--- config.mk ---
export PLATFORM = sky130hd
export DESIGN_NAME = wb_arbiter_flat
export DESIGN_NICKNAME = d
export VERILOG_FILES = /design/src/core_pkg.sv /design/src/wb_if.sv /design/src/wb_arbiter.sv /design/src/flat_wrapper.sv
export SDC_FILE = /design/constraint.sdc
export NUM_CORES = 1
export LEC_CHECK = 0
export ABC_CLOCK_PERIOD_IN_PS = 2550
export BUFFER_PORTS_ARGS = -buffer_cell sky130_fd_sc_hd__buf_4
export CAP_MARGIN = 25
export CORE_AREA = 2 2 123 125
export CTS_BUF_LIST = sky130_fd_sc_hd__clkbuf_4 sky130_fd_sc_hd__clkbuf_8
export CTS_CLUSTER_SIZE = 25
export DETAILED_ROUTE_END_ITERATION = 6
export DIE_AREA = 0 0 125 127
export REMOVE_ABC_BUFFERS = 1
export SLEW_MARGIN = 10
export SYNTH_ARGS = -nofsm -noshare
export SYNTH_HDL_FRONTEND = slang
export SYNTH_SLANG_ARGS = --single-unit
--- constraint.sdc ---
create_clock -name clk_i -period 2.55 [get_ports clk_i]
set_input_delay 0.255 -clock clk_i [delete_from_list [all_inputs] [get_ports clk_i]]
set_output_delay 0.255 -clock clk_i [all_outputs]
set_load 0.01 [all_outputs]
--- src/core_pkg.sv ---
package core_pkg;

  localparam int DATA_WIDTH = 32;
  localparam int ADDR_WIDTH = 32;                    // Byte address
  localparam int REG_WIDTH  = 5;
  localparam int MEM_WORDS  = 256;
  localparam int MEM_AW     = $clog2(MEM_WORDS);     // Word index bits
  localparam int SEL_WIDTH  = DATA_WIDTH / 8;

  typedef enum logic [1:0] {
    SIZE_BYTE = 2'b00,
    SIZE_HALF = 2'b01,
    SIZE_WORD = 2'b10
  } access_size_t;

endpackage : core_pkg

--- src/wb_if.sv ---
interface wb_if;

  logic                            cyc;
  logic                            stb;
  logic                            we;
  logic [core_pkg::ADDR_WIDTH-1:0] adr;    // Byte address
  logic [core_pkg::SEL_WIDTH-1:0]  sel;
  logic [core_pkg::DATA_WIDTH-1:0] dat_w;
  logic [core_pkg::DATA_WIDTH-1:0] dat_r;
  logic                            ack;

  modport master (
    output cyc, stb, we, adr, sel, dat_w,
    input  dat_r, ack
  );

  modport slave (
    input  cyc, stb, we, adr, sel, dat_w,
    output dat_r, ack
  );

endinterface : wb_if
--- src/wb_arbiter.sv ---
module wb_arbiter (
  input  logic clk_i,
  input  logic rst_i,
  wb_if.slave  m0_i,
  wb_if.slave  m1_i,
  wb_if.master s_o
);

  logic locked;       // A cycle is open on the slave
  logic gnt_q;
  logic last_q;       // Master served last
  logic owner;
  logic owner_cyc;

  always_comb begin
    if (locked)                 owner = gnt_q;
    else if (m0_i.cyc && m1_i.cyc) owner = !last_q;
    else                        owner = m1_i.cyc;
  end

  assign owner_cyc = owner ? m1_i.cyc : m0_i.cyc;

  always_ff @(posedge clk_i) begin
    if (!rst_i) begin
      locked <= 1'b0;
      gnt_q  <= 1'b0;
      last_q <= 1'b1;                            // Master 0 wins the first tie
    end else begin
      locked <= owner_cyc && !s_o.ack;           // Master drops cyc after ack
      if (!locked && owner_cyc) begin
        gnt_q  <= owner;
        last_q <= owner;
      end
    end
  end

  assign s_o.cyc   = owner ? m1_i.cyc   : m0_i.cyc;
  assign s_o.stb   = owner ? m1_i.stb   : m0_i.stb;
  assign s_o.we    = owner ? m1_i.we    : m0_i.we;
  assign s_o.adr   = owner ? m1_i.adr   : m0_i.adr;
  assign s_o.sel   = owner ? m1_i.sel   : m0_i.sel;
  assign s_o.dat_w = owner ? m1_i.dat_w : m0_i.dat_w;

  assign m0_i.ack   = s_o.ack && !owner;
  assign m1_i.ack   = s_o.ack && owner;
  assign m0_i.dat_r = owner ? '0 : s_o.dat_r;
  assign m1_i.dat_r = owner ? s_o.dat_r : '0;

endmodule : wb_arbiter

--- src/flat_wrapper.sv ---
// flat-port wrapper written by rule: the top's interface ports become plain ports
module wb_arbiter_flat 
  (clk_i, rst_i, m0_i_cyc, m0_i_stb, m0_i_we, m0_i_adr, m0_i_sel, m0_i_dat_w, m0_i_dat_r, m0_i_ack, m1_i_cyc, m1_i_stb, m1_i_we, m1_i_adr, m1_i_sel, m1_i_dat_w, m1_i_dat_r, m1_i_ack, s_o_cyc, s_o_stb, s_o_we, s_o_adr, s_o_sel, s_o_dat_w, s_o_dat_r, s_o_ack);
  wb_if m0_i_i ();
  wb_if m1_i_i ();
  wb_if s_o_i ();
  input  logic clk_i;
  input  logic rst_i;
  input wire logic [$bits(m0_i_i.cyc)-1:0] m0_i_cyc;
  input wire logic [$bits(m0_i_i.stb)-1:0] m0_i_stb;
  input wire logic [$bits(m0_i_i.we)-1:0] m0_i_we;
  input wire logic [$bits(m0_i_i.adr)-1:0] m0_i_adr;
  input wire logic [$bits(m0_i_i.sel)-1:0] m0_i_sel;
  input wire logic [$bits(m0_i_i.dat_w)-1:0] m0_i_dat_w;
  output wire logic [$bits(m0_i_i.dat_r)-1:0] m0_i_dat_r;
  output wire logic [$bits(m0_i_i.ack)-1:0] m0_i_ack;
  input wire logic [$bits(m1_i_i.cyc)-1:0] m1_i_cyc;
  input wire logic [$bits(m1_i_i.stb)-1:0] m1_i_stb;
  input wire logic [$bits(m1_i_i.we)-1:0] m1_i_we;
  input wire logic [$bits(m1_i_i.adr)-1:0] m1_i_adr;
  input wire logic [$bits(m1_i_i.sel)-1:0] m1_i_sel;
  input wire logic [$bits(m1_i_i.dat_w)-1:0] m1_i_dat_w;
  output wire logic [$bits(m1_i_i.dat_r)-1:0] m1_i_dat_r;
  output wire logic [$bits(m1_i_i.ack)-1:0] m1_i_ack;
  output wire logic [$bits(s_o_i.cyc)-1:0] s_o_cyc;
  output wire logic [$bits(s_o_i.stb)-1:0] s_o_stb;
  output wire logic [$bits(s_o_i.we)-1:0] s_o_we;
  output wire logic [$bits(s_o_i.adr)-1:0] s_o_adr;
  output wire logic [$bits(s_o_i.sel)-1:0] s_o_sel;
  output wire logic [$bits(s_o_i.dat_w)-1:0] s_o_dat_w;
  input wire logic [$bits(s_o_i.dat_r)-1:0] s_o_dat_r;
  input wire logic [$bits(s_o_i.ack)-1:0] s_o_ack;
  assign m0_i_i.cyc = m0_i_cyc;
  assign m0_i_i.stb = m0_i_stb;
  assign m0_i_i.we = m0_i_we;
  assign m0_i_i.adr = m0_i_adr;
  assign m0_i_i.sel = m0_i_sel;
  assign m0_i_i.dat_w = m0_i_dat_w;
  assign m0_i_dat_r = m0_i_i.dat_r;
  assign m0_i_ack = m0_i_i.ack;
  assign m1_i_i.cyc = m1_i_cyc;
  assign m1_i_i.stb = m1_i_stb;
  assign m1_i_i.we = m1_i_we;
  assign m1_i_i.adr = m1_i_adr;
  assign m1_i_i.sel = m1_i_sel;
  assign m1_i_i.dat_w = m1_i_dat_w;
  assign m1_i_dat_r = m1_i_i.dat_r;
  assign m1_i_ack = m1_i_i.ack;
  assign s_o_cyc = s_o_i.cyc;
  assign s_o_stb = s_o_i.stb;
  assign s_o_we = s_o_i.we;
  assign s_o_adr = s_o_i.adr;
  assign s_o_sel = s_o_i.sel;
  assign s_o_dat_w = s_o_i.dat_w;
  assign s_o_i.dat_r = s_o_dat_r;
  assign s_o_i.ack = s_o_ack;
  wb_arbiter u_core (.clk_i(clk_i), .rst_i(rst_i), .m0_i(m0_i_i), .m1_i(m1_i_i), .s_o(s_o_i));
endmodule
==> impl_metrics.py <==
metrics = {
    "final_layout": {
        "fillers": 1578,
        "area_growth_pct": 170,
        "nNetsFinal": 649,
        "diodes": 0,
        "drive_above_1_share_pct": 69.0,
        "final_cell_area_sq_mm": 0.00402,
    },
    "timing": {
        "drv_slew": 0,
        "max_freq_ghz": 0.476,
        "rsz0062_at_grt": "false",
        "tightest_slew_ns": 0.356,
        "fin_crit_sh_pct": 82.4,
        "fin_ws_ns": 0.448,
        "max_slew_margin_pct": 76.3,
        "period_needed_ns": 2.10,
        "finClkSkew_ns": 0.00232,
        "finalSetupViolations": 0,
        "hold_violations": 0,
    },
    "clock_network": {
        "cts-root-buf": "clkbuf_8",
        "cts_resized": 0,
        "h-tree-depth": 1,
        "clkSlewWorstSetupHoldPaths_ns": 0.03,
        "holdBufCountCts": 0,
        "cts_made_buffers": 3,
        "cts_setup_buffers": 0,
        "clockBufferDepth": 2,
        "cts.sinks": 3,
        "clock_latency_ns": 0.22,
        "cts_tree": "yes",
    },
    "logic_synthesis": {
        "synth.avg_cell_area_sq_um": 8.92,
        "yosysTopAreaCell": "mux2_1",
        "synth.most_common_cell": "mux2_1",
        "synth_common_cells": "mux2_1 (66), nor2b_1 (34), and2_1 (33), buf_6 (10), mux2_2 (4)",
        "synth_cells": 167,
        "ys_ff_latch": 3,
        "ys.flop_type": "dfxtp_1",
        "yosysSeqAreaShare_pct": 4.03,
        "synth_area_sq_mm": 0.00149,
        "synth_area_leaders": "mux2_1 (50%), nor2b_1 (14%), and2_1 (14%)",
        "yosysUniqueCellTypes": 18,
        "yosys_warnings": 0,
        "synth-edff-count": 0,
        "yosys.area.top_type_share_pct": 49.9,
        "synthArstFlopShare_pct": 0,
    },
    "route": {
        "drc": 0,
        "vias": 2416,
        "post_drt_wl_per_cell_um": 13.4,
        "drt.antenna.violating_nets": 0,
        "drt_iter0_markers": 47,
        "firstDrtPassIters": 4,
        "routed_wl_mm": 8.79,
        "viasPerCell": 3.69,
    },
    "floorplanning": {
        "fp.dieH_um": 127,
        "die_w_um": 125,
        "start_util_pct": 10.3,
        "coreArea_sq_mm": 0.0144,
        "rows": 44,
        "ios": 314,
        "dieArea_sq_mm": 0.0159,
    },
    "setup_path": {
        "path_class": "register to output port",
        "crit_required_ns": 2.30,
        "cp_slowest_stage_delay_ns": 0.41,
        "worst_ep_arrival_time_ns": 1.85,
        "end_kind": "output port",
        "r2r-start": "u_core.last_q",
        "crit_chain": "nand2_1 > a21boi_4 > buf_12 > mux2_1 > buf_4",
        "critPathLaunch": "u_core.last_q",
        "critPathLaunchType": "register",
        "crit_fanout": 70,
        "cp_slowest_cell": "mux2_1",
    },
    "grt": {
        "grt_max_degree": 71,
        "grt_pass1_wl_mm": 12.7,
        "grt_pass1_vias": 2386,
        "overflow": 0,
        "grt_usage_pct": 9.79,
        "antenna_found_initial": 0,
    },
    "power": {
        "power_mw": 1.04,
        "leakage_nw": 2.07,
        "power_density_mw_per_mm2": 259,
        "ir_worst_vdd_mv": 0.231,
    },
    "place": {
        "place_area_sq_mm": 0.00398,
        "place_ws_ns": 0.612,
        "dp_hpwl_mm": 7.80,
        "globalplace.congestion": 0.806,
        "port_buffers": 313,
    },
    "run": {
        "drv_cap": 0,
    },
    "min_path": {
        "hold_class": "primary input to register",
        "worstHoldStart": "s_o_ack",
    },
    "status": {
        "status": "finished, final reports clean",
    },
}
[worst max-delay path, delay by kind of cell (launching register included)]
kind	cells	cell delay, ns
buf+inv	2	0.47
simple gates	1	0.11
mux	1	0.41
flops	1	0.34
compound gates	1	0.23
[cell type report]
type	count	area, sq um	area share, %
tap	184	230	5.72
timing repair buffer	315	2390	59.4
sequential	3	60.1	1.49
multi-input combinational	149	1290	32.2
clock buffer	4	48.8	1.21
[placed cells by master, fill, tap and decap left out, types with 2 or more instances in the layout]
| master | instances |
|---|---|
| mux2_2 | 4 |
| dfxtp_1 | 3 |
| and2_1 | 33 |
| mux2_1 | 66 |
| buf_4 | 313 |
| nor2b_1 | 34 |
| buf_12 | 2 |
| clkbuf_8 | 3 |
| nand2_1 | 3 |
[flip-flops by register name, indices dropped and copies added (netlist names)]
register       count
u_core.gnt_q       1
u_core.last_q      1
u_core.locked      1
[metrics by stage]
step | instances | hold WS [ns] | util [%] | TNS [ns]
6_report | 655 | 0.212 | 27.9 | 0
5_1_grt | 655 | 0.221 | 27.9 | 0
4_1_cts | 655 | 0.206 | 27.9 | 0
3_5_place_dp | 651 | 0.435 | 27.6 | 0
3_3_place_gp | 651 | 0.434 | 27.6 | 0
2_1_floorplan | 152 | 0.317 | - | -541.48
[power breakdown]
part | total [mW] | internal [mW] | leakage, nW | switching, mW
Sequential | 0.0534 | 0.0507 | 0.0249 | 0.00276
Clock | 0.150 | 0.117 | 0.0262 | 0.0323
Combinational | 0.839 | 0.510 | 2.02 | 0.329
[path summary, 6_finish.rpt]
kind	slack [ns]	endpoint	cells after the start
hold reg to reg	0.52	u_core.last_q	2
setup reg to reg	1.70	u_core.gnt_q	3
hold / removal	0.21	u_core.locked	2
setup / recovery	0.45	s_o_dat_w[26]	5
[layer usage]
metal | wire length [um] | vias up | GRT usage, %
met3 | 898 | 6 | 3.10
met4 | 22 | 0 | 1.18
met5 | 0 | - | 0
met2 | 4520 | 159 | 18.0
met1 | 3350 | 1080 | 11.5
li1 | - | 1171 | -
[logic make-up after synthesis]
group,synth area share (%)
AOI/OAI and AO/OA,1.34
muxes,53.6
and+or+nand+nor,31.3
buffers and inverters,9.75
DFF,4.03
(Power assumes the default switching activity.)
