File: config.mk
export PLATFORM = sky130hd
export DESIGN_NAME = mem_stage_flat
export DESIGN_NICKNAME = d
export VERILOG_FILES = /design/src/core_pkg.sv /design/src/wb_if.sv /design/src/mem_stage.sv /design/src/flat_wrapper.sv
export SDC_FILE = /design/constraint.sdc
export NUM_CORES = 1
export LEC_CHECK = 0
export BUFFER_PORTS_ARGS = -buffer_cell sky130_fd_sc_hd__buf_2
export CORE_ASPECT_RATIO = 0.7
export CORE_MARGIN = 3
export CORE_UTILIZATION = 47
export DETAILED_ROUTE_END_ITERATION = 10
export PLACE_DENSITY_LB_ADDON = 0.3
export SKIP_LAST_GASP = 1
export SLEW_MARGIN = 30
export SYNTH_ARGS = -nofsm -noshare
export SYNTH_HDL_FRONTEND = slang
export SYNTH_SLANG_ARGS = --single-unit
File: constraint.sdc
create_clock -name clk_i -period 3.24 [get_ports clk_i]
set_input_delay 0.648 -clock clk_i [delete_from_list [all_inputs] [get_ports clk_i]]
set_output_delay 0.648 -clock clk_i [all_outputs]
set_load 0.01 [all_outputs]
File: src/core_pkg.sv
package core_pkg;

  localparam int DATA_WIDTH = 32;
  localparam int ADDR_WIDTH = 32;                    // Byte address
  localparam int REG_WIDTH  = 5;
  localparam int MEM_WORDS  = 256;
  localparam int MEM_AW     = $clog2(MEM_WORDS);     // Word index bits
  localparam int SEL_WIDTH  = DATA_WIDTH / 8;

  typedef enum logic [1:0] {
    SIZE_BYTE = 2'b00,
    SIZE_HALF = 2'b01,
    SIZE_WORD = 2'b10
  } access_size_t;

endpackage : core_pkg

File: src/wb_if.sv
interface wb_if;

  logic                            cyc;
  logic                            stb;
  logic                            we;
  logic [core_pkg::ADDR_WIDTH-1:0] adr;    // Byte address
  logic [core_pkg::SEL_WIDTH-1:0]  sel;
  logic [core_pkg::DATA_WIDTH-1:0] dat_w;
  logic [core_pkg::DATA_WIDTH-1:0] dat_r;
  logic                            ack;

  modport master (
    output cyc, stb, we, adr, sel, dat_w,
    input  dat_r, ack
  );

  modport slave (
    input  cyc, stb, we, adr, sel, dat_w,
    output dat_r, ack
  );

endinterface : wb_if
File: src/mem_stage.sv
module mem_stage (
  input  logic                            clk_i,
  input  logic                            rst_i,
  input  logic [core_pkg::DATA_WIDTH-1:0] alu_result_i,
  input  logic [core_pkg::DATA_WIDTH-1:0] rs2_data_i,
  input  logic [core_pkg::REG_WIDTH-1:0]  wr_reg_i,
  input  logic                            valid_i,
  input  logic                            is_load_i,
  input  logic                            is_store_i,
  input  logic                            reg_wr_en_i,
  input  core_pkg::access_size_t          access_size_i,
  output logic                            stall_o,
  output logic                            wb_valid_o,
  output logic                            wb_reg_wr_en_o,
  output logic                            wb_is_load_o,
  output logic                            wb_is_next_cycle_o,
  output logic [core_pkg::REG_WIDTH-1:0]  wb_wr_reg_o,
  output logic [core_pkg::DATA_WIDTH-1:0] wb_alu_result_o,
  output logic [core_pkg::DATA_WIDTH-1:0] wb_load_data_o,
  wb_if.master                            bus_o
);

  typedef enum logic [1:0] {
    IDLE    = 2'b00,
    READY   = 2'b01,
    WAITING = 2'b10
  } state_t;

  state_t state, state_d;

  logic                            wb_valid_d;
  logic                            wb_reg_wr_en_d;
  logic                            latch_req;
  logic [core_pkg::DATA_WIDTH-1:0] load_data;
  logic [core_pkg::DATA_WIDTH-1:0] lane_data;

  // Open request, held stable for the bus
  logic [core_pkg::ADDR_WIDTH-1:0] req_adr;
  logic                            req_we;
  logic                            req_is_load;
  logic [core_pkg::SEL_WIDTH-1:0]  req_sel;
  logic [core_pkg::DATA_WIDTH-1:0] req_dat;
  logic [core_pkg::REG_WIDTH-1:0]  req_wr_reg;
  core_pkg::access_size_t          req_size;

  logic [core_pkg::SEL_WIDTH-1:0]  sel_d;
  logic [core_pkg::DATA_WIDTH-1:0] dat_d;

  always_comb begin : lane_encode
    case (access_size_i)
      core_pkg::SIZE_BYTE: begin
        sel_d = core_pkg::SEL_WIDTH'(1) << alu_result_i[1:0];
        dat_d = rs2_data_i << {alu_result_i[1:0], 3'b000};
      end
      core_pkg::SIZE_HALF: begin
        sel_d = alu_result_i[1] ? 4'b1100 : 4'b0011;
        dat_d = rs2_data_i << {alu_result_i[1], 4'b0000};
      end
      default: begin
        sel_d = '1;                                  // Word ignores low bits
        dat_d = rs2_data_i;
      end
    endcase
  end

  always_comb begin : lane_extract
    lane_data = bus_o.dat_r >> {req_adr[1:0], 3'b000};
    case (req_size)
      core_pkg::SIZE_BYTE: load_data = {{24{lane_data[7]}}, lane_data[7:0]};
      core_pkg::SIZE_HALF: begin
        lane_data = bus_o.dat_r >> {req_adr[1], 4'b0000};
        load_data = {{16{lane_data[15]}}, lane_data[15:0]};
      end
      default:             load_data = bus_o.dat_r;
    endcase
  end

  always_comb begin : state_update
    wb_valid_d     = 1'b0;
    wb_reg_wr_en_d = 1'b0;
    stall_o        = 1'b0;
    latch_req      = 1'b0;
    state_d        = state;

    case (state)
      IDLE: begin
        stall_o = valid_i;                           // Nothing accepted yet
        state_d = READY;
      end
      READY: begin
        if (valid_i) begin
          if (is_load_i || is_store_i) begin
            stall_o   = 1'b1;
            latch_req = 1'b1;
            state_d   = WAITING;
          end else begin
            wb_valid_d     = 1'b1;
            wb_reg_wr_en_d = reg_wr_en_i;
          end
        end
      end
      WAITING: begin
        stall_o = 1'b1;
        if (bus_o.ack) begin
          stall_o        = 1'b0;
          wb_valid_d     = 1'b1;
          wb_reg_wr_en_d = req_is_load;              // Stores write no register
          state_d        = READY;
        end
      end
      default: state_d = IDLE;
    endcase
  end

  always_ff @(posedge clk_i) begin : ctrl_flops
    if (!rst_i) begin
      state          <= IDLE;
      wb_valid_o     <= 1'b0;
      wb_reg_wr_en_o <= 1'b0;
    end else begin
      state          <= state_d;
      wb_valid_o     <= wb_valid_d;
      wb_reg_wr_en_o <= wb_reg_wr_en_d;
    end
  end

  always_ff @(posedge clk_i) begin : data_flops
    if (latch_req) begin
      req_adr     <= alu_result_i;
      req_we      <= is_store_i;
      req_is_load <= is_load_i;
      req_sel     <= sel_d;
      req_dat     <= dat_d;
      req_wr_reg  <= wr_reg_i;
      req_size    <= access_size_i;
    end
    if (state == WAITING) begin
      wb_is_load_o    <= req_is_load;
      wb_wr_reg_o     <= req_wr_reg;
      wb_alu_result_o <= req_adr;
    end else begin
      wb_is_load_o    <= is_load_i;
      wb_wr_reg_o     <= wr_reg_i;
      wb_alu_result_o <= alu_result_i;
    end
    wb_load_data_o <= load_data;
  end

  assign bus_o.cyc   = (state == WAITING);
  assign bus_o.stb   = (state == WAITING);
  assign bus_o.we    = req_we;
  assign bus_o.adr   = req_adr;
  assign bus_o.sel   = req_sel;
  assign bus_o.dat_w = req_dat;

  assign wb_is_next_cycle_o = wb_valid_d;

endmodule : mem_stage

File: src/flat_wrapper.sv
// flat-port wrapper written by rule: the top's interface ports become plain ports
module mem_stage_flat 
  (clk_i, rst_i, alu_result_i, rs2_data_i, wr_reg_i, valid_i, is_load_i, is_store_i, reg_wr_en_i, access_size_i, stall_o, wb_valid_o, wb_reg_wr_en_o, wb_is_load_o, wb_is_next_cycle_o, wb_wr_reg_o, wb_alu_result_o, wb_load_data_o, bus_o_cyc, bus_o_stb, bus_o_we, bus_o_adr, bus_o_sel, bus_o_dat_w, bus_o_dat_r, bus_o_ack);
  wb_if bus_o_i ();
  input  logic clk_i;
  input  logic rst_i;
  input  logic [core_pkg::DATA_WIDTH-1:0] alu_result_i;
  input  logic [core_pkg::DATA_WIDTH-1:0] rs2_data_i;
  input  logic [core_pkg::REG_WIDTH-1:0] wr_reg_i;
  input  logic valid_i;
  input  logic is_load_i;
  input  logic is_store_i;
  input  logic reg_wr_en_i;
  input  core_pkg::access_size_t access_size_i;
  output logic stall_o;
  output logic wb_valid_o;
  output logic wb_reg_wr_en_o;
  output logic wb_is_load_o;
  output logic wb_is_next_cycle_o;
  output logic [core_pkg::REG_WIDTH-1:0] wb_wr_reg_o;
  output logic [core_pkg::DATA_WIDTH-1:0] wb_alu_result_o;
  output logic [core_pkg::DATA_WIDTH-1:0] wb_load_data_o;
  output wire logic [$bits(bus_o_i.cyc)-1:0] bus_o_cyc;
  output wire logic [$bits(bus_o_i.stb)-1:0] bus_o_stb;
  output wire logic [$bits(bus_o_i.we)-1:0] bus_o_we;
  output wire logic [$bits(bus_o_i.adr)-1:0] bus_o_adr;
  output wire logic [$bits(bus_o_i.sel)-1:0] bus_o_sel;
  output wire logic [$bits(bus_o_i.dat_w)-1:0] bus_o_dat_w;
  input wire logic [$bits(bus_o_i.dat_r)-1:0] bus_o_dat_r;
  input wire logic [$bits(bus_o_i.ack)-1:0] bus_o_ack;
  assign bus_o_cyc = bus_o_i.cyc;
  assign bus_o_stb = bus_o_i.stb;
  assign bus_o_we = bus_o_i.we;
  assign bus_o_adr = bus_o_i.adr;
  assign bus_o_sel = bus_o_i.sel;
  assign bus_o_dat_w = bus_o_i.dat_w;
  assign bus_o_i.dat_r = bus_o_dat_r;
  assign bus_o_i.ack = bus_o_ack;
  mem_stage u_core (.clk_i(clk_i), .rst_i(rst_i), .alu_result_i(alu_result_i), .rs2_data_i(rs2_data_i), .wr_reg_i(wr_reg_i), .valid_i(valid_i), .is_load_i(is_load_i), .is_store_i(is_store_i), .reg_wr_en_i(reg_wr_en_i), .access_size_i(access_size_i), .stall_o(stall_o), .wb_valid_o(wb_valid_o), .wb_reg_wr_en_o(wb_reg_wr_en_o), .wb_is_load_o(wb_is_load_o), .wb_is_next_cycle_o(wb_is_next_cycle_o), .wb_wr_reg_o(wb_wr_reg_o), .wb_alu_result_o(wb_alu_result_o), .wb_load_data_o(wb_load_data_o), .bus_o(bus_o_i));
endmodule
==> results of run 1 <==
## cell type report
type | count | area share
inverter | 4 | 0.00207
multi-input combinational | 243 | 0.246
sequential | 151 | 0.482
tap | 157 | 0.0250
clock inverter | 14 | 0.0191
timing repair buffer | 261 | 0.170
clock buffer | 18 | 0.0558
## cells by family after synthesis
| group | count (synthesis) | share of synthesized area |
|---|---|---|
| AO/OA/AOI/OAI | 89 | 0.120 |
| buffers and inverters | 37 | 0.0313 |
| flip-flops | 151 | 0.642 |
| adder cells (fa/ha/maj) | 4 | 0.00847 |
| AND/OR/NAND/NOR | 103 | 0.110 |
| multiplexers | 47 | 0.0887 |
## stage by stage
step / std cells / setup slack (ns) / utilization
after CTS: 847 / 0.826 / 0.656
after global placement: 815 / 0.933 / 0.607
after floorplan: 431 / 0.310 / -
after detailed placement: 815 / 0.826 / 0.607
after global routing: 848 / 0.698 / 0.657
final: 848 / 0.834 / 0.657
## metal layers
metal  wire, um  up-vias  GRT usage
met5          0        -          0
met4        167        0     0.0596
met3       1250       15     0.0638
met2       7430      213      0.350
met1       6640     2207      0.282
li1           -     2128          -
## path summary, 6_finish.rpt
check	startpoint	to	cells after the start
worst max-delay path	u_core.state[1]$_SDFFE_PN0P_	stall_o	6
worst min-delay path	alu_result_i[6]	u_core.bus_o.adr[6]$_DFFE_PP_	1
worst max register to register	u_core.state[1]$_SDFFE_PN0P_	u_core.req_is_load$_DFFE_PP_	6
worst min register to register	u_core.req_wr_reg[4]$_DFFE_PP_	u_core.wb_wr_reg_o[4]$_DFF_P_	1
## where the power goes
part	total (W)	switching (W)	leakage (nW)	internal [W]
logic	0.000611	0.000337	1.84	0.000274
registers	0.00222	0.0000477	1.33	0.00217
clock network	0.00195	0.000836	0.289	0.00111
total	0.00478	0.00122	3.45	0.00356
## worst max-delay path, stage by stage (launching register included)
cell	delay, ns
dfxtp_1	0.33
inv_1	0.09
ha_1	0.27
nand2_1	0.06
or2_2	0.30
a21oi_1	0.16
buf_2	0.16
## cell usage in the layout (no fill, tap or decap), types with 2 or more instances in the layout
| master | n |
|---|---|
| nor4_1 | 8 |
| clkbuf_16 | 17 |
| nor2b_1 | 21 |
| o211a_1 | 2 |
| o2bb2ai_1 | 8 |
| dfxtp_1 | 74 |
| a21o_1 | 19 |
| buf_4 | 5 |
| ha_1 | 3 |
| a31oi_1 | 8 |
| nand2b_1 | 4 |
| o21ai_0 | 10 |
| nor2_1 | 11 |
| nor3_1 | 11 |
| mux2i_1 | 4 |
| a22oi_1 | 8 |
| clkinv_4 | 2 |
| inv_1 | 3 |
| inv_8 | 3 |
| nand2_1 | 10 |
| nor3b_1 | 5 |
| edfxtp_1 | 77 |
| a211oi_1 | 8 |
| buf_2 | 254 |
| and2_1 | 10 |
| nor4bb_1 | 7 |
| and3b_1 | 8 |
| mux2_2 | 43 |
| a21oi_1 | 4 |
| a211o_1 | 3 |
| inv_6 | 7 |
| a221o_1 | 13 |
==> results.toml, run 1 <==
[route]
drt_pre_antenna_iters = 4
wl_mm = 15.5
vias_per_cell = 5.38
drt_iter0_drc = 217
route.detailed.drc = 0
drt-wirelength-per-cell_um = 18.3
antenna_left = 0
vias = 4563

[setup_path]
worstPathArrival_ns = 1.76
crit_fanout = 6
cp-end-kind = "output pin"
r2r_slack_ns = 1.16
cp.required_ns = 2.59
path_class = "register to output pin"
start_kind = "register"

[placement]
gp_congestion = 0.944
post_dp_cell_area_um2 = 7270
dp_hpwl_mm = 11.4
place.port_buffers = 254

[clocking]
cts_hold_buf = 0
cts_tree = "yes"
postCtsSetupRepairBufs = 0
htreeDepth = 4
clk_pin_slew_ns = 0.07
cts_buffers = 17
insertion_delay_ns = 0.41
cts_root_buffer = "clkbuf_16"
cts_max_path_buffers = 2
cts-resized-gates = 0
cts_sinks = 151

[synth]
yosysTopAreaCellShare = 0.391
synth_most_common_cell = "edfxtp_1"
synth_area_per_cell_um2 = 13.7
synth-edff-count = 77
synthCells = 431
synth_nets = 545
seq_area_frac_synth = 0.642
synth_warnings = 0
ys.flop_type = "edfxtp_1"
syn-cell-area_um2 = 5910
synth_top_area_cell = "edfxtp_1"
yosysUniqueCellTypes = 45
synthTopCellsByArea = "edfxtp_1 (39%), dfxtp_1 (25%), mux2_2 (8.2%)"
async_flop_share = 0
synth_commonest_cells = "edfxtp_1 (77), dfxtp_1 (74), mux2_2 (43)"
ys_seq_elements = 151

[final_layout]
seq_area_um2 = 3790
multi_input_area_um2 = 1940
fin_area_um2 = 7870
n_fill_cell = 932
insertedDiodeCount = 0
drive_gt1_frac = 0.499
layout.nets = 792
areaGrowthSynthToFinish_pct = 33.1

[grt]
grtUsageTotal = 0.215
antenna_found_initial = 0
grt_pass1_vias = 4436
grt_max_degree = 43
grt_overflow = 0
grt_pass1_wl_mm = 23.5

[sta]
drv_slew = 0
rsz0062_at_grt = "false"
hold_violations = 0
fmax_mhz = 416
relSlewSlack = 0.501
period_needed_ns = 2.41
holdWs_ns = 0.426
worst_slew_pin_slew_ns = 0.748
tns_ns = 0
skew_ns = 0.0110
period_share = 0.743
finalSetupViolCount = 0

[floorplanning]
core_area_um2 = 12000
die_y_um = 99.8
die_w_um = 140
ios = 255
rows = 33
dieArea_um2 = 14000
start_util = 0.494

[pwr]
peakVddDrop_mv = 0.392
power_density_nw_per_um2 = 607
finalPower_w = 0.00478
power_leakage_nw = 3.45

[worst_hold_path]
hp-class = "input pin to register"

[job]
maxCapViolCount = 0

[status]
status = "completed"
Note: power is estimated with default switching activity, not from simulation.
==> run 2: changes to the inputs <==
==> constraint.sdc (replaced) <==
create_clock -name clk_i -period 2.46 [get_ports clk_i]
set_input_delay 0.492 -clock clk_i [delete_from_list [all_inputs] [get_ports clk_i]]
set_output_delay 0.492 -clock clk_i [all_outputs]
set_load 0.01 [all_outputs]
==> run 2 against run 1 <==
Against the previous run: non-clock buffer count grew 2; core utilization grew 0.063 points; routed wire length shrank 1.8%; critical path depth is the same; sequential share of layout area is essentially flat; first-iteration DRC count shrank 6.9%; worst setup slack lost 0.66 ns; sequential cell count is the same; largest power group unchanged; highest routed layer unchanged.
==> results.toml, run 2 (synthesis gave the netlist of run 1 again) <==
[status]
status = "completed"

[worst_hold_path]
whs_endpoint = "u_core.bus_o.adr[17]$_DFFE_PP_"
worstHoldStart = "alu_result_i[17]"
hp-class = "input pin to register"
worstHoldPathCells = 1

[pwr]
pwr-share-clk = 0.406
peakVddDrop_mv = 0.557
comb_power_share = 0.129
seqPwrFrac = 0.465
p_switching_w = 0.00160
finalPower_w = 0.00626
power.internal_w = 0.00466
switching_share = 0.256
power_density_nw_per_um2 = 795
power_leakage_nw = 3.45

[clocking]
insertion_delay_ns = 0.41
cts_hold_buf = 0
cts_root_buffer = "clkbuf_16"
cts_buffers = 17
cts_max_path_buffers = 2
cts_tree = "yes"
postCtsSetupRepairBufs = 0
cts_sinks = 151
clk_pin_slew_ns = 0.07
htreeDepth = 4
cts-resized-gates = 0

[route]
vias = 4552
drt_iter0_drc = 202
drt_pre_antenna_iters = 4
route.detailed.drc = 0
drt-wirelength-per-cell_um = 17.9
vias_per_cell = 5.36
antenna_left = 0
wl_mm = 15.2

[floorplanning]
rows = 33
die_y_um = 99.8
ios = 255
die_w_um = 140
dieArea_um2 = 14000
start_util = 0.494
core_area_um2 = 12000

[final_layout]
n_fill_cell = 891
layout_commonest_cell = "buf_2"
drive_gt1_frac = 0.499
areaGrowthSynthToFinish_pct = 33.3
layout.nets = 794
final_cell_mix = "buf_2 (254), edfxtp_1 (77), dfxtp_1 (74)"
insertedDiodeCount = 0

[setup_path]
worstPathArrival_ns = 1.80
worst_r2r_endpoint = "u_core.wb_load_data_o[16]$_DFF_P_"
rr_worst_depth = 3
r2r_slack_ns = 0.59
path_class = "register to output pin"
slowest_stage = "dfxtp_1"
cp.required_ns = 1.97
crit_fanout = 6
cp-end-kind = "output pin"
r2r-start = "u_core.req_size[1]$_DFFE_PP_"
max_stage_delay_ns = 0.32
cp_cell_sequence = "inv_1, ha_1, nand2_1, or2_2, a21oi_1, buf_2"
start_kind = "register"

[sta]
period_needed_ns = 2.29
rsz0062_at_grt = "false"
tns_ns = 0
drv_slew = 0
fmax_mhz = 437
hold_violations = 0
relSlewSlack = 0.458
period_share = 0.931
finalSetupViolCount = 0
worst_slew_pin_slew_ns = 0.813
skew_ns = 0.00892
timing.final.ws_setup_ns = 0.170

[placement]
dp_hpwl_mm = 11.1
gp_congestion = 0.857
place.port_buffers = 254
dp_worst_setup_slack_ns = 0.333

[grt]
grt_pass1_vias = 4555
grt_overflow = 0
antenna_found_initial = 0
grtUsageTotal = 0.215
grt_max_degree = 61
grt_pass1_wl_mm = 24.1

[job]
maxCapViolCount = 0
[run 2: cell types whose count changed in the layout (fill, tap and decap cells not counted)]
cell / previous run / this run
clkinv_2: 1 / 0
buf_4: 5 / 8
clkbuf_1: 0 / 1
clkinvlp_4: 1 / 3
inv_8: 3 / 5
inv_6: 7 / 4
buf_6: 1 / 0
clkbuf_8: 1 / 0
[run 2: final cells by class]
cell class                 count  area (um2)  share of cell area
tap                          157         196              0.0249
timing repair buffer         263        1350               0.172
clock inverter                14         154              0.0195
clock buffer                  18         429              0.0545
inverter                       4        18.8             0.00238
sequential                   151        3790               0.481
multi-input combinational    243        1940               0.246
[run 2: worst max path at each step]
stage / slack, ns / depth (start not counted) / end / from
after global placement: 0.42 / 4 / u_core.bus_o.dat_w[7]$_DFFE_PP_ / access_size_i[0]
after global routing: 0.07 / 6 / stall_o / u_core.state[1]$_SDFFE_PN0P_
final: 0.17 / 6 / stall_o / u_core.state[1]$_SDFFE_PN0P_
after detailed placement: 0.33 / 5 / u_core.bus_o.dat_w[27]$_DFFE_PP_ / access_size_i[0]
after CTS: 0.16 / 6 / stall_o / u_core.state[1]$_SDFFE_PN0P_
after floorplan: 0.16 / 5 / u_core.bus_o.adr[0]$_DFFE_PP_ / u_core.state[1]$_SDFFE_PN0P_
[run 2: power groups by stage]
| stage | Combinational, W | Clock, W | Sequential, W |
|---|---|---|---|
| 3_5_place_dp | 0.000806 | 0 | 0.00297 |
| 2_1_floorplan | 0.000347 | 0 | 0.00306 |
| 6_report | 0.000808 | 0.00254 | 0.00291 |
| 4_1_cts | 0.000811 | 0.00260 | 0.00292 |
| 3_3_place_gp | 0.000787 | 0 | 0.00296 |
| 5_1_grt | 0.000875 | 0.00273 | 0.00293 |
[run 2: layer usage]
layer	vias to the layer above	routed length (um)	track usage
li1	2138	-	-
met1	2192	6380	0.284
met2	205	7510	0.356
met3	17	1160	0.0552
met4	0	155	0.0648
met5	-	0	0
[run 2: worst max-delay path, delay by kind of cell, from the launching register on]
family                   cells  cell delay, ns
buffers and inverters        2            0.25
AO/OA/AOI/OAI                1            0.15
AND/OR/NAND/NOR              2            0.41
adder cells (fa/ha/maj)      1            0.27
flip-flops                   1            0.32
[run 2: per-stage QoR]
step	hold slack (ns)	instances	instance area, um2	utilization
2_1_floorplan	0.448	431	5920	-
3_5_place_dp	0.462	818	7300	0.609
6_report	0.270	850	7880	0.658
5_1_grt	0.240	850	7880	0.658
4_1_cts	0.250	850	7880	0.658
3_3_place_gp	0.458	818	7300	0.609
