--- config.mk ---
export PLATFORM = sky130hd
export DESIGN_NAME = fetch_unit_flat
export DESIGN_NICKNAME = d
export VERILOG_FILES = /design/src/core_pkg.sv /design/src/wb_if.sv /design/src/fetch_unit.sv /design/src/flat_wrapper.sv
export SDC_FILE = /design/constraint.sdc
export NUM_CORES = 1
export LEC_CHECK = 0
export ABC_AREA = 1
export BUFFER_PORTS_ARGS = -buffer_cell sky130_fd_sc_hd__clkbuf_2
export CORE_UTILIZATION = 30
export CTS_CLUSTER_SIZE = 20
export DETAILED_ROUTE_END_ITERATION = 8
export GPL_TIMING_DRIVEN = 0
export SLEW_MARGIN = 20
export SYNTH_ARGS = -nofsm -noshare
export SYNTH_HDL_FRONTEND = slang
export SYNTH_SLANG_ARGS = --single-unit
--- constraint.sdc ---
create_clock -name clk_i -period 3.9 [get_ports clk_i]
set_input_delay 0.195 -clock clk_i [delete_from_list [all_inputs] [get_ports clk_i]]
set_output_delay 0.195 -clock clk_i [all_outputs]
set_load 0.01 [all_outputs]
--- src/core_pkg.sv ---
package core_pkg;

  localparam int DATA_WIDTH = 32;
  localparam int ADDR_WIDTH = 32;                    // Byte address
  localparam int REG_WIDTH  = 5;
  localparam int MEM_WORDS  = 256;
  localparam int MEM_AW     = $clog2(MEM_WORDS);     // Word index bits
  localparam int SEL_WIDTH  = DATA_WIDTH / 8;

  typedef enum logic [1:0] {
    SIZE_BYTE = 2'b00,
    SIZE_HALF = 2'b01,
    SIZE_WORD = 2'b10
  } access_size_t;

endpackage : core_pkg

--- src/wb_if.sv ---
interface wb_if;

  logic                            cyc;
  logic                            stb;
  logic                            we;
  logic [core_pkg::ADDR_WIDTH-1:0] adr;    // Byte address
  logic [core_pkg::SEL_WIDTH-1:0]  sel;
  logic [core_pkg::DATA_WIDTH-1:0] dat_w;
  logic [core_pkg::DATA_WIDTH-1:0] dat_r;
  logic                            ack;

  modport master (
    output cyc, stb, we, adr, sel, dat_w,
    input  dat_r, ack
  );

  modport slave (
    input  cyc, stb, we, adr, sel, dat_w,
    output dat_r, ack
  );

endinterface : wb_if
--- src/fetch_unit.sv ---
module fetch_unit (
  input  logic                            clk_i,
  input  logic                            rst_i,
  input  logic                            fetch_en_i,
  input  logic                            redirect_i,
  input  logic                            instr_ready_i,
  input  logic [core_pkg::ADDR_WIDTH-1:0] redirect_pc_i,
  output logic                            instr_valid_o,
  output logic [core_pkg::DATA_WIDTH-1:0] instr_o,
  output logic [core_pkg::ADDR_WIDTH-1:0] instr_pc_o,
  wb_if.master                            bus_o
);

  logic [core_pkg::ADDR_WIDTH-1:0] pc;
  logic                            busy;       // Read in flight
  logic                            stale;      // In-flight read predates a redirect
  logic                            buf_valid;
  logic [core_pkg::DATA_WIDTH-1:0] buf_instr;
  logic [core_pkg::ADDR_WIDTH-1:0] buf_pc;     // Also the address of the open read
  logic                            issue;
  logic                            fill;

  assign issue = !busy && fetch_en_i && !buf_valid && !redirect_i;
  assign fill  = busy && bus_o.ack && !stale && !redirect_i;

  always_ff @(posedge clk_i) begin
    if (!rst_i) begin
      pc        <= '0;
      busy      <= 1'b0;
      stale     <= 1'b0;
      buf_valid <= 1'b0;
    end else begin
      if (buf_valid && instr_ready_i) buf_valid <= 1'b0;
      if (busy && bus_o.ack) begin
        busy  <= 1'b0;
        stale <= 1'b0;
      end else if (issue) begin
        busy <= 1'b1;
      end
      if (fill) begin
        buf_valid <= 1'b1;
        pc        <= pc + 4;
      end
      if (redirect_i) begin
        pc        <= redirect_pc_i;
        buf_valid <= 1'b0;
        stale     <= busy && !bus_o.ack;
      end
    end
  end

  always_ff @(posedge clk_i) begin
    if (issue) buf_pc <= pc;
    if (fill) buf_instr <= bus_o.dat_r;
  end

  assign bus_o.cyc   = busy;
  assign bus_o.stb   = busy;
  assign bus_o.we    = 1'b0;
  assign bus_o.adr   = buf_pc;
  assign bus_o.sel   = '1;
  assign bus_o.dat_w = '0;

  assign instr_valid_o = buf_valid;
  assign instr_o       = buf_instr;
  assign instr_pc_o    = buf_pc;

endmodule : fetch_unit

--- src/flat_wrapper.sv ---
// flat-port wrapper written by rule: the top's interface ports become plain ports
module fetch_unit_flat 
  (clk_i, rst_i, fetch_en_i, redirect_i, instr_ready_i, redirect_pc_i, instr_valid_o, instr_o, instr_pc_o, bus_o_cyc, bus_o_stb, bus_o_we, bus_o_adr, bus_o_sel, bus_o_dat_w, bus_o_dat_r, bus_o_ack);
  wb_if bus_o_i ();
  input  logic clk_i;
  input  logic rst_i;
  input  logic fetch_en_i;
  input  logic redirect_i;
  input  logic instr_ready_i;
  input  logic [core_pkg::ADDR_WIDTH-1:0] redirect_pc_i;
  output logic instr_valid_o;
  output logic [core_pkg::DATA_WIDTH-1:0] instr_o;
  output logic [core_pkg::ADDR_WIDTH-1:0] instr_pc_o;
  output wire logic [$bits(bus_o_i.cyc)-1:0] bus_o_cyc;
  output wire logic [$bits(bus_o_i.stb)-1:0] bus_o_stb;
  output wire logic [$bits(bus_o_i.we)-1:0] bus_o_we;
  output wire logic [$bits(bus_o_i.adr)-1:0] bus_o_adr;
  output wire logic [$bits(bus_o_i.sel)-1:0] bus_o_sel;
  output wire logic [$bits(bus_o_i.dat_w)-1:0] bus_o_dat_w;
  input wire logic [$bits(bus_o_i.dat_r)-1:0] bus_o_dat_r;
  input wire logic [$bits(bus_o_i.ack)-1:0] bus_o_ack;
  assign bus_o_cyc = bus_o_i.cyc;
  assign bus_o_stb = bus_o_i.stb;
  assign bus_o_we = bus_o_i.we;
  assign bus_o_adr = bus_o_i.adr;
  assign bus_o_sel = bus_o_i.sel;
  assign bus_o_dat_w = bus_o_i.dat_w;
  assign bus_o_i.dat_r = bus_o_dat_r;
  assign bus_o_i.ack = bus_o_ack;
  fetch_unit u_core (.clk_i(clk_i), .rst_i(rst_i), .fetch_en_i(fetch_en_i), .redirect_i(redirect_i), .instr_ready_i(instr_ready_i), .redirect_pc_i(redirect_pc_i), .instr_valid_o(instr_valid_o), .instr_o(instr_o), .instr_pc_o(instr_pc_o), .bus_o(bus_o_i));
endmodule
==> flow_summary.json, run 1 <==
{
  "r2r-start": "u_core.bus_o.cyc",
  "cp-end-kind": "flip-flop",
  "drt-pass1-iter-count": 4,
  "internal_power_uw": 1830,
  "synth_area_sq_um": 4790,
  "cts_tree": "built",
  "worstSkewPairLatency_ps": 350,
  "place_hpwl_um": 9970,
  "swShare_pct": 23.4,
  "synth_top_cells_by_area": "edfxtp_1, dfxtp_1, buf_4",
  "reg2reg_to": "u_core.instr_o[6]",
  "diodes": 0,
  "combinationalPowerShare_pct": 11.3,
  "synth_common_cells": "nand2_1, buf_4, nor2_1, edfxtp_1, dfxtp_1",
  "post_dp_cell_area_sq_um": 6060,
  "crit_fanout": 41,
  "cap_violations": 0,
  "wl_per_cell_um": 13.2,
  "fin_area_sq_um": 6360,
  "yosysSeqAreaShare_pct": 54.8,
  "pwr-share-seq_pct": 50.8,
  "crit_path_start": "u_core.bus_o.cyc",
  "p_per_area_nw_per_um2": 375,
  "reg2reg_slack_ps": 2060,
  "grt_pass1_vias": 3706,
  "final.period_utilization_pct": 47.1,
  "p_sw_uw": 557,
  "fin_cells": 946,
  "dp.cells": 930,
  "peakVddDrop_mv": 0.213,
  "required_ps": 3910,
  "critical_path.cell_chain": "nand2_2, nor2_4, nand2_2, clkinv_2, buf_6",
  "cts_resized": 0,
  "post-route-drc-count": 0,
  "timing.fmax_mhz": 544,
  "arrival_ps": 1840,
  "fp-row-count": 45,
  "ys.flop_type": "edfxtp_1",
  "cts_sinks": 99,
  "h-tree-depth": 3,
  "drt_iter0_markers": 161,
  "vias_per_cell": 4.16,
  "antenna_left": 0,
  "die_h_um": 128,
  "hold_violations": 0,
  "design.die.area_sq_um": 16500,
  "layout-drive-gt1-share_pct": 40.0,
  "crit_path_end": "u_core.instr_o[6]",
  "clkPwrFrac_pct": 37.9,
  "vias": 3935,
  "period_minus_slack_ps": 1840,
  "clk_pin_slew_worst_paths_ps": 70,
  "layout.nets": 801,
  "synth.largest_area_cell": "edfxtp_1",
  "fp.coreArea_sq_um": 15400,
  "cp_slowest_cell": "dfxtp_1",
  "grt_antenna_before_repair": 0,
  "initial_core_util_pct": 31.2,
  "setup_violations": 0,
  "utilization_pct": 41.4,
  "worst_pin_slew_ps": 744,
  "yosysWarnings": 0,
  "cts_setup_buffers": 0,
  "synthDistinctLibCells": 33,
  "min_path_type": "in2reg",
  "cpMostUsedCell": "nand2_2",
  "root_buffer": "clkbuf_16",
  "worst_clock_skew_ps": 6.83,
  "port_buffers": 168,
  "numCtsBuffers": 9,
  "synth_most_common_cell": "nand2_1",
  "cts_buffer_depth": 2,
  "grt_max_degree": 42,
  "ctsHoldBuffers": 0,
  "status": "finished clean",
  "relSlewSlack_pct": 50.1,
  "synthCells": 513,
  "grt_usage_pct": 15.3,
  "avgSynthCellArea_sq_um": 9.34,
  "power_leakage_uw": 0.00286,
  "drt-total-wl_um": 12500,
  "slowest_delay_ps": 460,
  "overflow": 0,
  "gp_congestion": 0.870,
  "syn_to_final_growth_pct": 32.8,
  "grt_pass1_wl_um": 18900,
  "rsz0062_at_grt": "no",
  "synth_edf_count": 64,
  "synth_top_cell_area_share_pct": 40.1,
  "synth_seq_cells": 99,
  "dieWidth_um": 128,
  "synth-async-reset-ratio_pct": 0,
  "boundaryPins": 206,
  "rr_worst_depth": 5,
  "finalMaxSlewViolations": 0,
  "path_class": "reg2reg",
  "cp-start-kind": "flip-flop"
}
==> cell families (layout without fill, tap and decap cells) <==
| kind of cell | count (synthesis) | in the layout | synth area share [%] |
|---|---|---|---|
| other | 2 | 37 | 0.157 |
| XOR/XNOR | 11 | 11 | 2.01 |
| buffers and inverters | 110 | 297 | 14.4 |
| flip-flops | 99 | 99 | 54.8 |
| AO/OA/AOI/OAI | 55 | 55 | 6.69 |
| adder cells (fa/ha/maj) | 1 | 1 | 0.261 |
| AND/OR/NAND/NOR | 235 | 235 | 21.7 |
==> sequential cells by signal, indices dropped and copies added, names as in the netlist <==
register              count
u_core.stale              1
u_core.pc                32
u_core.bus_o.cyc          1
u_core.bus_o.adr         32
u_core.instr_valid_o      1
u_core.instr_o           32
==> through the flow <==
stage / setup TNS (ps) / setup WS, ps / power, uW / hold slack [ps]
after floorplan: 0 / 741 / 1390 / 294
after global placement: -17640 / -544 / 1500 / 372
after detailed placement: 0 / 2070 / 1500 / 374
after CTS: 0 / 2050 / 2430 / 6.92
after global routing: 0 / 2000 / 2490 / 9.32
final: 0 / 2060 / 2380 / 22.7
==> placed cells by master (no fill, tap or decap), types with 15 or more instances in the layout <==
| cell | count |
|---|---|
| edfxtp_1 | 64 |
| conb_1 | 37 |
| inv_1 | 26 |
| o21ai_0 | 15 |
| a21oi_1 | 23 |
| nor2_1 | 69 |
| nand3_1 | 21 |
| nand2_1 | 113 |
| dfxtp_1 | 35 |
| clkbuf_2 | 168 |
| buf_4 | 72 |
==> metal layers <==
metal	global-route usage (%)	part of all wire, %	vias up
li1	-	-	2010
met1	17.4	42	1739
met2	27.1	47	175
met3	3.74	8.9	11
met4	7.27	1.5	0
met5	0	0	-
==> how the worst min path moves through the flow <==
| stage | startpoint | endpoint | cells past startpoint |
|---|---|---|---|
| after floorplan | bus_o_dat_r[0] | u_core.instr_o[0] | 0 |
| after global placement | bus_o_dat_r[18] | u_core.instr_o[18] | 1 |
| after detailed placement | bus_o_dat_r[30] | u_core.instr_o[30] | 1 |
| after CTS | bus_o_dat_r[27] | u_core.instr_o[27] | 1 |
| after global routing | bus_o_dat_r[19] | u_core.instr_o[19] | 1 |
| final | bus_o_dat_r[27] | u_core.instr_o[27] | 1 |
==> power groups by stage <==
stage	clock network, uW	logic, uW	registers, uW
3_5_place_dp	0	271	1230
5_1_grt	976	300	1220
6_report	904	270	1210
2_1_floorplan	0	159	1230
3_3_place_gp	0	265	1240
4_1_cts	943	272	1210
==> worst max-delay path, delay by kind of cell (launching register included) <==
kind / cells / cell delay, ps
buffers and inverters: 2 / 530
AND/OR/NAND/NOR: 3 / 480
flip-flops: 1 / 460
==> area by class of cell <==
type / instances / area [sq um]
sequential: 99 / 2620
tap: 211 / 264
multi-input combinational: 339 / 1610
inverter: 30 / 114
clock inverter: 4 / 48.8
buffer: 80 / 576
fill: 1552 / 9010
timing repair buffer: 171 / 867
clock buffer: 12 / 256
Power figures use the tool's default switching activity.
==> run 2, diff against run 1 <==
--- a/config.mk
+++ b/config.mk
@@ -5,7 +5,7 @@
 export SDC_FILE = /design/constraint.sdc
 export NUM_CORES = 1
 export LEC_CHECK = 0
-export ABC_AREA = 1
+export ABC_AREA = 0
 export BUFFER_PORTS_ARGS = -buffer_cell sky130_fd_sc_hd__clkbuf_2
 export CORE_UTILIZATION = 30
 export CTS_CLUSTER_SIZE = 20
==> constraint.sdc (replaced) <==
create_clock -name clk_i -period 1.8 [get_ports clk_i]
set_input_delay 0.09 -clock clk_i [delete_from_list [all_inputs] [get_ports clk_i]]
set_output_delay 0.09 -clock clk_i [all_outputs]
set_load 0.01 [all_outputs]
==> run 2 against run 1 <==
  * The flow now finishes with violations (setup timing)
  * Non-clock buffer count up 69
  * Sequential cell count unchanged
  * Sequential power is 120% higher
  * Combinational power grew to 2.5 times the previous value
  * Critical path depth unchanged
  * Cell area grew 7.1%
==> flow_summary.json, run 2 <==
{
  "fin_ws_ps": -121,
  "synth_common_cells": "buf_4, edfxtp_1, dfxtp_1, o21ai_0",
  "h-tree-depth": 3,
  "clk_pin_slew_worst_paths_ps": 70,
  "place_hpwl_um": 9200,
  "layout-drive-gt1-share_pct": 50.7,
  "post-route-drc-count": 0,
  "wl_per_cell_um": 15.3,
  "grt_antenna_before_repair": 0,
  "relSlewSlack_pct": 49.6,
  "finalMaxSlewViolations": 0,
  "yosysSeqAreaShare_pct": 58.5,
  "timing.fmax_mhz": 521,
  "layout.nets": 733,
  "overflow": 0,
  "path_class": "reg2reg",
  "initial_core_util_pct": 30.9,
  "rsz0062_at_grt": "yes",
  "grt_pass1_wl_um": 19700,
  "worstSkewPairLatency_ps": 340,
  "synth_edf_count": 64,
  "final_cell_mix": "clkbuf_2, buf_4, edfxtp_1, conb_1, dlygate4sd3_1",
  "cts_buffer_depth": 2,
  "arrival_ps": 2140,
  "vias_per_cell": 4.61,
  "ys.flop_type": "edfxtp_1",
  "hold_violations": 0,
  "final.period_utilization_pct": 107,
  "grt_max_degree": 17,
  "avgSynthCellArea_sq_um": 11.7,
  "drt_iter0_markers": 152,
  "yosysWarnings": 0,
  "cts_tree": "built",
  "dp_slack_ps": -416,
  "boundaryPins": 206,
  "port_buffers": 168,
  "fin_area_sq_um": 6810,
  "period_minus_slack_ps": 1920,
  "violations": "setup timing",
  "synth.largest_area_cell": "edfxtp_1",
  "cp_slowest_cell": "or4_4",
  "dp.cells": 773,
  "status": "complete, but fails checks",
  "synth_top_cells_by_area": "edfxtp_1, dfxtp_1, buf_4",
  "fp.coreArea_sq_um": 14500,
  "cap_violations": 0,
  "synthDistinctLibCells": 45,
  "crit_fanout": 6,
  "peakVddDrop_mv": 0.479,
  "worst_pin_slew_ps": 754,
  "diodes": 0,
  "synth_seq_cells": 99,
  "drt-total-wl_um": 13000,
  "required_ps": 2020,
  "fp-row-count": 44,
  "cts_sinks": 99,
  "min_path_type": "in2reg",
  "grt_usage_pct": 16.5,
  "hold_depth": 2,
  "antenna_left": 0,
  "design.die.area_sq_um": 15400,
  "syn_to_final_growth_pct": 51.9,
  "setup_violations": 14,
  "vias": 3919,
  "synth-async-reset-ratio_pct": 0,
  "final_common_cell": "clkbuf_2",
  "die_h_um": 124,
  "hold_ws_ps": 15.6,
  "synth_most_common_cell": "buf_4",
  "cp-end-kind": "flip-flop",
  "rr_worst_depth": 5,
  "root_buffer": "clkbuf_16",
  "p_per_area_nw_per_um2": 761,
  "synth_top_cell_area_share_pct": 42.8,
  "numCtsBuffers": 9,
  "post_dp_cell_area_sq_um": 5760,
  "power_leakage_uw": 0.00307,
  "fin_cells": 851,
  "dieWidth_um": 124,
  "slowest_delay_ps": 590,
  "total_power_uw": 5180,
  "synthCells": 383,
  "grt_pass1_vias": 3667,
  "synth_area_sq_um": 4490,
  "fillers": 1360,
  "drt-pass1-iter-count": 4,
  "cp-start-kind": "flip-flop",
  "worst_clock_skew_ps": 7.61,
  "gp_congestion": 0.790,
  "critical_path.cell_chain": "nand3b_4, or4_4, buf_6, o31a_1, o311a_1"
}
## run 2: layout make-up
cell class	count	area, sq um	area share [%]
multi-input combinational	229	1540	22.7
inverter	3	11.3	0.165
clock inverter	6	56.3	0.826
tap	184	230	3.38
timing repair buffer	236	1470	21.6
clock buffer	10	229	3.36
sequential	99	2670	39.2
buffer	84	606	8.89
## run 2: timing repair
action	4_1_cts	5_1_grt
hold endpoints to repair	36	0
resized for setup	25	31
endpoints found under the setup margin	52	30
hold buffers	36	0
cloned	1	0
setup buffers	14	17
pin swaps	10	24
## run 2: cells by family (layout without fill, tap and decap cells)
kind of cell	after synthesis	after routing	share of synthesized area (%)
adders and majority gates	1	1	0.279
muxes	3	3	0.669
xor gates and xnor gates	7	7	1.37
and+or+nand+nor	111	112	14.8
other	2	37	0.167
DFF	99	99	58.5
buffers and inverters	91	339	13.7
AOI/OAI and AO/OA	69	69	10.6
## run 2: worst max-delay path, delay by kind of cell (launching register included)
family / cells / cell delay [ps]
flops: 1 / 400
buf+inv: 1 / 150
compound gates: 2 / 560
simple gates: 2 / 700
## run 2: path summary, 6_finish.rpt
path / startpoint / to / slack, ps
worst max-delay path: u_core.bus_o.cyc / u_core.pc[27] / -120
worst min register to register: u_core.pc[0] / u_core.bus_o.adr[0] / 440
worst min-delay path: redirect_pc_i[4] / u_core.pc[4] / 20
worst max register to register: u_core.bus_o.cyc / u_core.pc[27] / -120
## run 2: stage by stage
stage	util, %	setup TNS (ps)
4_1_cts	45.3	-2240
2_1_floorplan	-	-6490
3_3_place_gp	39.4	-47990
6_report	46.9	-993
3_5_place_dp	39.6	-17780
5_1_grt	46.9	-1900
## run 2: metal layers
layer	track usage, %	share of wire, %
met2	27.8	49
met1	20.4	42
met4	5.32	1.5
met5	0	0
met3	4.51	7.5
## run 2: report_power, final
group / internal, uW / total [uW] / switching [uW]
Sequential: 2530 / 2630 / 103
Clock: 1070 / 1870 / 805
Combinational: 361 / 677 / 316
Total: 3960 / 5180 / 1220
==> run 3, diff against run 2 <==
--- a/config.mk
+++ b/config.mk
@@ -11,7 +11,7 @@
 export CTS_CLUSTER_SIZE = 20
 export DETAILED_ROUTE_END_ITERATION = 8
 export GPL_TIMING_DRIVEN = 0
-export SLEW_MARGIN = 20
+export SLEW_MARGIN = 10
 export SYNTH_ARGS = -nofsm -noshare
 export SYNTH_HDL_FRONTEND = slang
 export SYNTH_SLANG_ARGS = --single-unit
==> constraint.sdc (replaced) <==
create_clock -name clk_i -period 2 [get_ports clk_i]
set_input_delay 0.1 -clock clk_i [delete_from_list [all_inputs] [get_ports clk_i]]
set_output_delay 0.1 -clock clk_i [all_outputs]
set_load 0.01 [all_outputs]
==> run 3 against run 2 <==
  * The flow now finishes without violations
  * Clock skew up 2.7 ps
  * Critical path depth unchanged
  * Final cell count down 1.8%
  * Die area unchanged
  * Setup slack better by 180 ps
  * Combinational power down 14%
  * Register-to-register slack better by 180 ps
  * Sequential power down 9.9%
  * Critical path type unchanged
  * Largest power group unchanged
  * Highest routed layer unchanged
==> flow_summary.json, run 3 (synthesis gave the netlist of run 2 again) <==
{
  "r2r-start": "u_core.pc[4]",
  "wl_met2_um": 6220,
  "timing.fmax_mhz": 514,
  "cap_violations": 0,
  "gp_congestion": 0.834,
  "final.period_utilization_pct": 97.3,
  "power_leakage_uw": 0.00293,
  "drt-total-wl_um": 12600,
  "utilization_pct": 45.3,
  "final_cell_mix": "clkbuf_2, buf_4, edfxtp_1, conb_1, dlygate4sd3_1",
  "critical_path.cell_chain": "nand4_1, or4_4, buf_4, o31a_1, o311a_1",
  "p_per_area_nw_per_um2": 700,
  "fp.coreArea_sq_um": 14500,
  "cts_tree": "built",
  "cp-end-kind": "flip-flop",
  "peakVddDrop_mv": 0.403,
  "vias": 3817,
  "slowest_delay_ps": 560,
  "grt_pass1_wl_um": 19400,
  "m1WireLength_um": 5290,
  "fp-row-count": 44,
  "initial_core_util_pct": 30.9,
  "crit_fanout": 6,
  "fin_area_sq_um": 6590,
  "overflow": 0,
  "required_ps": 2220,
  "cp-start-kind": "flip-flop",
  "wl_met3_um": 961,
  "crit_buf_inv": 1,
  "place_hpwl_um": 9300,
  "design.die.area_sq_um": 15400,
  "critical_path.top_delay_family": "simple AND/OR/NAND/NOR gates",
  "finalMaxSlewViolations": 0,
  "layout.nets": 718,
  "layout-drive-gt1-share_pct": 45.4,
  "port_buffers": 168,
  "min_from": "redirect_pc_i[0]",
  "final_common_cell": "clkbuf_2",
  "cts_sinks": 99,
  "syn_to_final_growth_pct": 46.8,
  "diodes": 0,
  "boundaryPins": 206,
  "post-route-drc-count": 0,
  "grt_usage_pct": 16.2,
  "status": "finished clean",
  "drt_iter0_markers": 251,
  "crit_path_start": "u_core.pc[4]",
  "worst_clock_skew_ps": 10.3,
  "grt_max_degree": 33,
  "min_path_type": "in2reg",
  "cts_buffer_depth": 2,
  "wl_per_cell_um": 15.1,
  "top_layer_used": "met4",
  "relSlewSlack_pct": 38.3,
  "clk_pin_slew_worst_paths_ps": 70,
  "path_class": "reg2reg",
  "period_minus_slack_ps": 1950,
  "worst_pin_slew_ps": 921,
  "dieWidth_um": 124,
  "vias_per_cell": 4.57,
  "grt_antenna_before_repair": 0,
  "antenna_left": 0,
  "hold_violations": 0,
  "arrival_ps": 2160,
  "setup_violations": 0,
  "drt-pass1-iter-count": 5,
  "numCtsBuffers": 9,
  "post_dp_cell_area_sq_um": 5740,
  "die_h_um": 124,
  "cp_slowest_cell": "or4_4",
  "worstSkewPairLatency_ps": 340,
  "grt_pass1_vias": 3667,
  "root_buffer": "clkbuf_16",
  "h-tree-depth": 3
}
[run 3: cell types whose count changed in the layout (fill, tap and decap cells not counted), sizes merged]
cell	before	now
clkinv	4	2
clkbuf	188	191
clkinvlp	1	0
nor2	8	7
buf	106	92
[run 3: timing repair]
| item | 4_1_cts | 5_1_grt |
|---|---|---|
| setup endpoints to repair | 20 | 13 |
| resized for setup | 13 | 17 |
| hold buffers | 36 | 0 |
| hold endpoints to repair | 36 | 0 |
| buffers inserted | 9 | 7 |
| pin swaps | 4 | 4 |
[run 3: path summary, 6_finish.rpt]
path | end | slack [ps] | cells after the start
worst max-delay path | u_core.pc[27] | 50 | 5
worst min-delay path | u_core.pc[0] | 40 | 3
worst max register to register | u_core.pc[27] | 50 | 5
worst min register to register | u_core.bus_o.adr[0] | 440 | 0
[run 3: final cells by class]
cell class | count | area (sq um)
clock inverter | 3 | 40.0
tap | 184 | 230
inverter | 3 | 11.3
fill | 1396 | 7950
sequential | 99 | 2650
clock buffer | 13 | 240
multi-input combinational | 228 | 1450
timing repair buffer | 222 | 1360
buffer | 84 | 597
[run 3: power by group]
part | total, uW | internal (uW) | switching (uW) | leakage [uW]
clock network | 1660 | 968 | 690 | 0.000138
registers | 2370 | 2280 | 96.2 | 0.000893
logic | 580 | 309 | 270 | 0.00190
[run 3: per-layer routing]
layer | track usage, % | vias to the layer above
li1 | - | 1858
met3 | 4.04 | 11
met5 | 0 | -
met1 | 19.5 | 1762
met2 | 27.9 | 186
met4 | 5.88 | 0
[run 3: metrics by stage]
step	cells	hold slack, ps	power, uW	TNS, ps	setup WS, ps
after floorplan	418	199	2690	0	9.76
after global placement	770	279	2900	-47810	-822
after detailed placement	772	279	2920	-9650	-218
after CTS	831	15.4	4660	0	2.20
after global routing	836	31.4	4820	-2.22	-2.22
final	836	37.2	4610	0	54.4
[run 3: worst register-to-register path, cell delays in order (launching register included)]
cell     delay [ps]
dfxtp_4         370
nand4_1         160
or4_4           560
buf_4           170
o31a_1          280
o311a_1         290
